--- src/hw/zle_pkg.sv ---
// zero run-length encoder shared definitions
// word and token formats, controller states and datapath flags

package zle_pkg;

   localparam int WORD_W     = 16;   // data word width
   localparam int CNT_W      = 4;    // run counter holds length minus one
   localparam int RUN_MAX    = 16;   // longest run in a single token
   localparam int FIFO_DEPTH = 4;    // entries per stream fifo

   typedef logic [WORD_W-1:0] zle_word_t;

   // output token with a literal word or a run length 1..16
   typedef struct packed {
      logic      is_run;
      zle_word_t value;
   } zle_token_t;

   // encoder states of the nine-state graph
   typedef enum logic [3:0] {
      st_start     = 4'd0,
      st_start_t   = 4'd1,   // first zero of a run taken
      st_start_e   = 4'd2,   // literal waiting to leave
      st_zeros     = 4'd3,
      st_zeros_t   = 4'd4,
      st_zeros_t_t = 4'd5,   // full run of 16 leaves
      st_zeros_t_e = 4'd6,
      st_zeros_e   = 4'd7,   // run ended by a literal
      st_pending   = 4'd8    // literal after run token
   } zle_state_e;

   // datapath to controller
   typedef struct packed {
      logic in_eq_0;     // fifo head is zero
      logic cnt_eq_15;   // 16 zeros already counted
   } zle_flags_t;

endpackage

--- src/hw/stream_fifo.sv ---
// small stream FIFO with valid/busy on both sides
// circular buffer, busy only when full, payload type set per instance

`timescale 1ns/1ns

module stream_fifo #(
   parameter type payload_t = zle_pkg::zle_word_t
) (
   input  logic     clock,
   input  logic     reset,
   input  logic     i_valid,
   input  payload_t i_data,
   input  logic     i_busy,
   output logic     o_busy,
   output logic     o_valid,
   output payload_t o_data
);
   import zle_pkg::*;

   typedef logic [$clog2(FIFO_DEPTH)-1:0]   ptr_t;
   typedef logic [$clog2(FIFO_DEPTH+1)-1:0] count_t;

   payload_t mem [FIFO_DEPTH];
   ptr_t     rd_ptr;
   ptr_t     wr_ptr;
   count_t   count;
   logic     push;
   logic     pop;

   function automatic ptr_t next_ptr(input ptr_t ptr);
      next_ptr = (ptr == ptr_t'(FIFO_DEPTH - 1)) ? '0 : ptr + 1'b1;
   endfunction

   assign o_busy  = (count == count_t'(FIFO_DEPTH));
   assign o_valid = (count != '0);
   assign o_data  = mem[rd_ptr];

   assign push = i_valid & ~o_busy;
   assign pop  = o_valid & ~i_busy;

   always_ff @(posedge clock) begin
      if (push) begin
         mem[wr_ptr] <= i_data;
      end
   end

   always_ff @(posedge clock or negedge reset) begin
      if (!reset) begin
         rd_ptr <= '0;
         wr_ptr <= '0;
         count  <= '0;
      end else begin
         if (push) wr_ptr <= next_ptr(wr_ptr);
         if (pop)  rd_ptr <= next_ptr(rd_ptr);
         case ({push, pop})
            2'b10:   count <= count + 1'b1;
            2'b01:   count <= count - 1'b1;
            default: count <= count;   // none, or both at once
         endcase
      end
   end

endmodule

--- src/hw/zle_datapath.sv ---
// zero run-length encoder datapath
// holds the taken word and the run counter, raises the zero and
// full-run flags and selects the token for the current state

`timescale 1ns/1ns

module zle_datapath (
   input  logic                clock,
   input  logic                reset,
   input  zle_pkg::zle_state_e i_state,
   input  logic                i_pop,
   input  zle_pkg::zle_word_t  i_word,    // input fifo head
   output zle_pkg::zle_flags_t o_flags,
   output zle_pkg::zle_token_t o_token
);
   import zle_pkg::*;

   zle_word_t        word_q;
   logic [CNT_W-1:0] cnt_q;   // run length minus one
   zle_word_t        run_len;

   // word taken from the fifo
   always_ff @(posedge clock) begin
      if (i_pop) begin
         word_q <= i_word;
      end
   end

   always_ff @(posedge clock or negedge reset) begin
      if (!reset) begin
         cnt_q <= '0;
      end else begin
         case (i_state)
            st_start_t:   cnt_q <= '0;             // first zero of a run
            st_zeros_t_t: cnt_q <= '0;             // 17th zero opens a new run
            st_zeros_t_e: cnt_q <= cnt_q + 1'b1;
            default:      cnt_q <= cnt_q;
         endcase
      end
   end

   assign run_len = zle_word_t'(cnt_q) + zle_word_t'(1);

   // flags look at the head before it is taken
   assign o_flags.in_eq_0   = (i_word == '0);
   assign o_flags.cnt_eq_15 = (cnt_q == CNT_W'(RUN_MAX - 1));

   // token select by state
   always_comb begin
      case (i_state)
         st_zeros_e: begin
            o_token.is_run = 1'b1;
            o_token.value  = run_len;
         end
         st_zeros_t_t: begin
            o_token.is_run = 1'b1;
            o_token.value  = zle_word_t'(RUN_MAX);
         end
         default: begin
            // literal, used by st_start_e and st_pending
            o_token.is_run = 1'b0;
            o_token.value  = word_q;
         end
      endcase
   end

endmodule

--- src/hw/zle_fsm.sv ---
// zero run-length encoder control FSM
// nine-state graph with an explicit fire per state
// drives the datapath through its state and takes back its flags

`timescale 1ns/1ns

module zle_fsm (
   input  logic                clock,
   input  logic                reset,
   input  logic                i_valid,   // input fifo not empty
   input  logic                i_busy,    // output fifo full
   input  zle_pkg::zle_flags_t i_flags,
   output logic                o_busy,
   output logic                o_valid,
   output logic                o_pop,
   output logic                o_push,
   output zle_pkg::zle_state_e o_state
);
   import zle_pkg::*;

   zle_state_e state;
   zle_state_e state_d;
   logic       fire;
   logic       pop;
   logic       push;

   always_ff @(posedge clock or negedge reset) begin
      if (!reset) begin
         state <= st_start;
      end else begin
         state <= state_d;
      end
   end

   // fire condition of each state
   always_comb begin
      case (state)
         st_start:     fire = i_valid;    // take a word
         st_start_t:   fire = 1'b1;
         st_start_e:   fire = ~i_busy;    // emit literal
         st_zeros:     fire = i_valid;
         st_zeros_t:   fire = 1'b1;
         st_zeros_t_t: fire = ~i_busy;
         st_zeros_t_e: fire = 1'b1;
         st_zeros_e:   fire = ~i_busy;
         st_pending:   fire = ~i_busy;
         default:      fire = 1'b1;       // leave an illegal state
      endcase
   end

   // a state that does not fire holds
   always_comb begin
      state_d = state;
      pop     = 1'b0;
      push    = 1'b0;
      if (fire) begin
         case (state)
            st_start: begin
               pop = 1'b1;
               if (i_flags.in_eq_0) begin
                  state_d = st_start_t;
               end else begin
                  state_d = st_start_e;
               end
            end
            st_start_t: begin
               state_d = st_zeros;   // counter cleared here
            end
            st_start_e: begin
               push    = 1'b1;
               state_d = st_start;
            end
            st_zeros: begin
               pop = 1'b1;
               if (i_flags.in_eq_0) begin
                  state_d = st_zeros_t;
               end else begin
                  state_d = st_zeros_e;
               end
            end
            st_zeros_t: begin
               if (i_flags.cnt_eq_15) begin
                  state_d = st_zeros_t_t;
               end else begin
                  state_d = st_zeros_t_e;
               end
            end
            st_zeros_t_t: begin
               push    = 1'b1;   // run of 16 while the next run has begun
               state_d = st_zeros;
            end
            st_zeros_t_e: begin
               state_d = st_zeros;
            end
            st_zeros_e: begin
               push    = 1'b1;
               state_d = st_pending;
            end
            st_pending: begin
               push    = 1'b1;   // literal that closed the run
               state_d = st_start;
            end
            default: begin
               state_d = st_start;
            end
         endcase
      end
   end

   assign o_pop   = pop;
   assign o_busy  = ~pop;
   assign o_push  = push;
   assign o_valid = push;
   assign o_state = state;

endmodule

--- src/hw/zle_top.sv ---
// zero run-length encoder top level
// input FIFO, control FSM with its datapath, output token FIFO

`timescale 1ns/1ns

module zle_top (
   input  logic                clock,
   input  logic                reset,
   input  logic                i_valid,
   input  zle_pkg::zle_word_t  i_word,
   input  logic                i_busy,
   output logic                o_busy,
   output logic                o_valid,
   output zle_pkg::zle_token_t o_token
);
   import zle_pkg::*;

   logic       head_valid;   // input fifo not empty
   zle_word_t  head_word;
   logic       fsm_busy;     // low when the fsm pops
   logic       fsm_valid;
   logic       fsm_pop;
   logic       out_full;
   zle_state_e state;
   zle_flags_t flags;
   zle_token_t token;

   stream_fifo #(.payload_t(zle_word_t)) in_fifo (
      .clock   (clock),
      .reset   (reset),
      .i_valid (i_valid),
      .i_data  (i_word),
      .i_busy  (fsm_busy),
      .o_busy  (o_busy),
      .o_valid (head_valid),
      .o_data  (head_word)
   );

   zle_fsm u_fsm (
      .clock   (clock),
      .reset   (reset),
      .i_valid (head_valid),
      .i_busy  (out_full),
      .i_flags (flags),
      .o_busy  (fsm_busy),
      .o_valid (fsm_valid),
      .o_pop   (fsm_pop),
      .o_push  (),            // same strobe as o_valid
      .o_state (state)
   );

   zle_datapath u_dp (
      .clock   (clock),
      .reset   (reset),
      .i_state (state),
      .i_pop   (fsm_pop),
      .i_word  (head_word),
      .o_flags (flags),
      .o_token (token)
   );

   stream_fifo #(.payload_t(zle_token_t)) out_fifo (
      .clock   (clock),
      .reset   (reset),
      .i_valid (fsm_valid),
      .i_data  (token),
      .i_busy  (i_busy),
      .o_busy  (out_full),
      .o_valid (o_valid),
      .o_data  (o_token)
   );

endmodule

--- config.mk ---
export PLATFORM = sky130hd
export DESIGN_NAME = zle_top
export DESIGN_NICKNAME = d
export VERILOG_FILES = /design/src/hw/zle_pkg.sv /design/src/hw/stream_fifo.sv /design/src/hw/zle_datapath.sv /design/src/hw/zle_fsm.sv /design/src/hw/zle_top.sv
export SDC_FILE = /design/constraint.sdc
export NUM_CORES = 1
export LEC_CHECK = 0
export ABC_AREA = 1
export BUFFER_PORTS_ARGS = -buffer_cell sky130_fd_sc_hd__buf_4
export CORE_ASPECT_RATIO = 0.8
export CORE_MARGIN = 3
export CORE_UTILIZATION = 40
export DETAILED_ROUTE_END_ITERATION = 16
export SLEW_MARGIN = 20
export SYNTH_ARGS = -nofsm -noshare
export SYNTH_HDL_FRONTEND = slang
export SYNTH_HIERARCHICAL = 1
export SYNTH_SLANG_ARGS = --single-unit
export TNS_END_PERCENT = 30
--- constraint.sdc ---
create_clock -name clock -period 2.5 [get_ports clock]
set_input_delay 0.375 -clock clock [delete_from_list [all_inputs] [get_ports clock]]
set_output_delay 0.375 -clock clock [all_outputs]
set_load 0.1 [all_outputs]
==> results.json <==
{
  "track_usage_pct": 13.4,
  "outcome": "completed",
  "routabilityCongestion": 0.758,
  "drc_errors": 0,
  "dieArea_um2": 21300,
  "skew_ns": 0.00736,
  "wl_per_cell_um": 13.5,
  "yosys-top-cells-area": "edfxtp_1 57%, nand2_1 7.7%, dfrtp_1 7.0%, inv_1 6.0%, o211ai_2 4.0%",
  "placed_area_um2": 8310,
  "required_ns": 2.12,
  "netlist_area_um2": 7850,
  "overflow": 0,
  "drv_slew": 0,
  "path_class": "register to primary output",
  "drtIter0Drc": 314,
  "multi_input_area_um2": 2080,
  "fillerInstances": 1727,
  "dp_hpwl_um": 8990,
  "grt_pass1_vias": 4551,
  "min_path_cells": 1,
  "setup_viol_count_final": 0,
  "synth-seq-cells": 170,
  "timing.final.crit_share_pct": 92.5,
  "syn_nets": 718,
  "rows": 45,
  "drive_gt1_share_pct": 21.4,
  "fin_area_um2": 8880,
  "synthDistinctLibCells": 31,
  "root_buffer": "clkbuf_16",
  "use_met1_pct": 17.5,
  "critPathLaunchType": "register",
  "vias": 4612,
  "port_buffers": 38,
  "grt_busiest_layer": "met2",
  "critPathMaxFanout": 11,
  "syn_avg_cell_area_um2": 11.5,
  "antenna_cells": 0,
  "max-cap-violations": 0,
  "synth_cells": 683,
  "cts_tree": "built",
  "ys_warn_count": 6,
  "clk_latency_ns": 0.42,
  "fin_crit_ns": 2.31,
  "fmax_ghz": 0.433,
  "synth_top_area_cell": "edfxtp_1",
  "cp-end-kind": "primary output",
  "worstRegToRegCells": 14,
  "vias_per_cell": 4.61,
  "grt_antenna_before_repair": 0,
  "seqCellArea_um2": 5000,
  "initial_core_util_pct": 41.1,
  "worstMarginPinSlew_ns": 0.566,
  "cts-buffers-inserted": 17,
  "layout_common_cells": "160 x nand2_1, 148 x edfxtp_1, 125 x inv_1",
  "relSlewSlack_pct": 62.2,
  "postCtsSetupRepairBufs": 0,
  "finalSetupTns_ns": 0,
  "die_w_um": 163,
  "postRouteAntennaNets": 0,
  "wl_um": 13600,
  "use_met2_pct": 21.9,
  "io_pins": 39,
  "hold_viol": 0,
  "clk_pin_slew_worst_paths_ns": 0.06,
  "grt_max_degree": 72,
  "layout_commonest_cell": "nand2_1",
  "r2r_setup_slack_ns": 0.25,
  "clk_path_buf_depth": 2,
  "drtPass1Iterations": 4,
  "htreeDepth": 4,
  "ys_seq_area_share_pct": 63.7,
  "synth_top_area_share_pct": 56.6,
  "gr-usage-met3_pct": 3.66,
  "cp_data_arrival_time_ns": 1.94,
  "coreArea_um2": 19100,
  "grt_pass1_wl_um": 22400,
  "areaGrowthSynthToFinish_pct": 13.2,
  "die_h_um": 131,
  "nNetsFinal": 766,
  "rsz0062_at_grt": "no",
  "min_path_type": "input port to register",
  "cts.sinks": 170
}
[state kept, by name (all words and copies together) (netlist names)]
| name | flops |
|---|---|
| in_fifo/count | 3 |
| u_dp/cnt_q | 4 |
| out_fifo/count | 3 |
| in_fifo/mem | 64 |
| u_dp/word_q | 16 |
| out_fifo/wr_ptr | 2 |
| in_fifo/wr_ptr | 2 |
| u_fsm/o_state | 4 |
| out_fifo/mem | 68 |
| in_fifo/rd_ptr | 2 |
| out_fifo/rd_ptr | 2 |
[worst paths after layout]
kind                               startpoint                 end
max                        out_fifo/rd_ptr[1]          o_token[7]
min                                 i_word[4]   in_fifo/mem[0][4]
max reg2reg                  u_fsm/o_state[1]    in_fifo/count[2]
min reg2reg                 out_fifo/count[1]   out_fifo/count[1]
max in group asynchronous               reset  out_fifo/rd_ptr[0]
min in group asynchronous               reset    in_fifo/count[0]
[routing by layer]
| layer | part of all wire (%) | up-vias |
|---|---|---|
| met5 | 0 | - |
| met4 | 1.1 | 0 |
| met3 | 4.2 | 14 |
| met2 | 48 | 78 |
| met1 | 46 | 2173 |
| li1 | - | 2347 |
[cells in the mapped netlist]
cell type  number
a21oi_1         1
and2_1          1
buf_12          3
buf_2           2
buf_4           3
buf_6          14
buf_8           1
clkinv_4        1
dfrtp_1        22
edfxtp_1      148
fa_1            2
ha_1           13
inv_1         125
inv_2           6
inv_4           1
nand2_1       160
nand2_2        31
nand2_4         1
nand3_1        25
nand3_2         6
nand4_1         8
nor2_1         29
nor2_2          5
nor2_4          1
o211ai_1       41
o211ai_2       25
o21ai_0         3
o21ai_1         1
or2_1           1
xnor2_1         2
xor2_1          1
[timing repair]
action | CTS | global route
endpoints found under the hold margin | 22 | 0
hold buffers | 1 | 0
endpoints found under the setup margin | 0 | 1
resized for setup | 0 | 1
[through the flow]
stage / hold slack (ns) / cells / setup slack [ns] / utilization, %
global route: 0.136 / 1001 / 0.00614 / 46.5
global placement: 0.287 / 969 / 0.320 / 43.6
floorplan: 0.0794 / 683 / 0.288 / -
CTS: 0.132 / 1001 / 0.125 / 46.5
detailed placement: 0.290 / 969 / 0.207 / 43.6
finish: 0.154 / 1001 / 0.188 / 46.5
[logic make-up after synthesis]
logic type / after synthesis / synth area share [%]
AOI/OAI and AO/OA: 71 / 8.23
xor gates and xnor gates: 3 / 0.335
adders and majority gates: 15 / 2.58
buffers and inverters: 156 / 9.84
DFF: 170 / 63.7
and+or+nand+nor: 268 / 15.4
[cell type report]
class                           count  area share [%]
Sequential cell                   170            56.3
Multi-Input combinational cell    357            23.4
Inverter                          133            5.70
Clock buffer                       18            4.83
Timing Repair Buffer               52            4.70
Tap cell                          258            3.63
Clock inverter                     13            1.46
[critical path, stage by stage (launching register included)]
cell      delay (ns)
dfrtp_1         0.68
buf_4           0.29
o211ai_1        0.11
nand2_1         0.13
buf_4           0.30
Power is not shown: default switching activity piles up to over one toggle a cycle in this logic, so the estimate is an artifact.
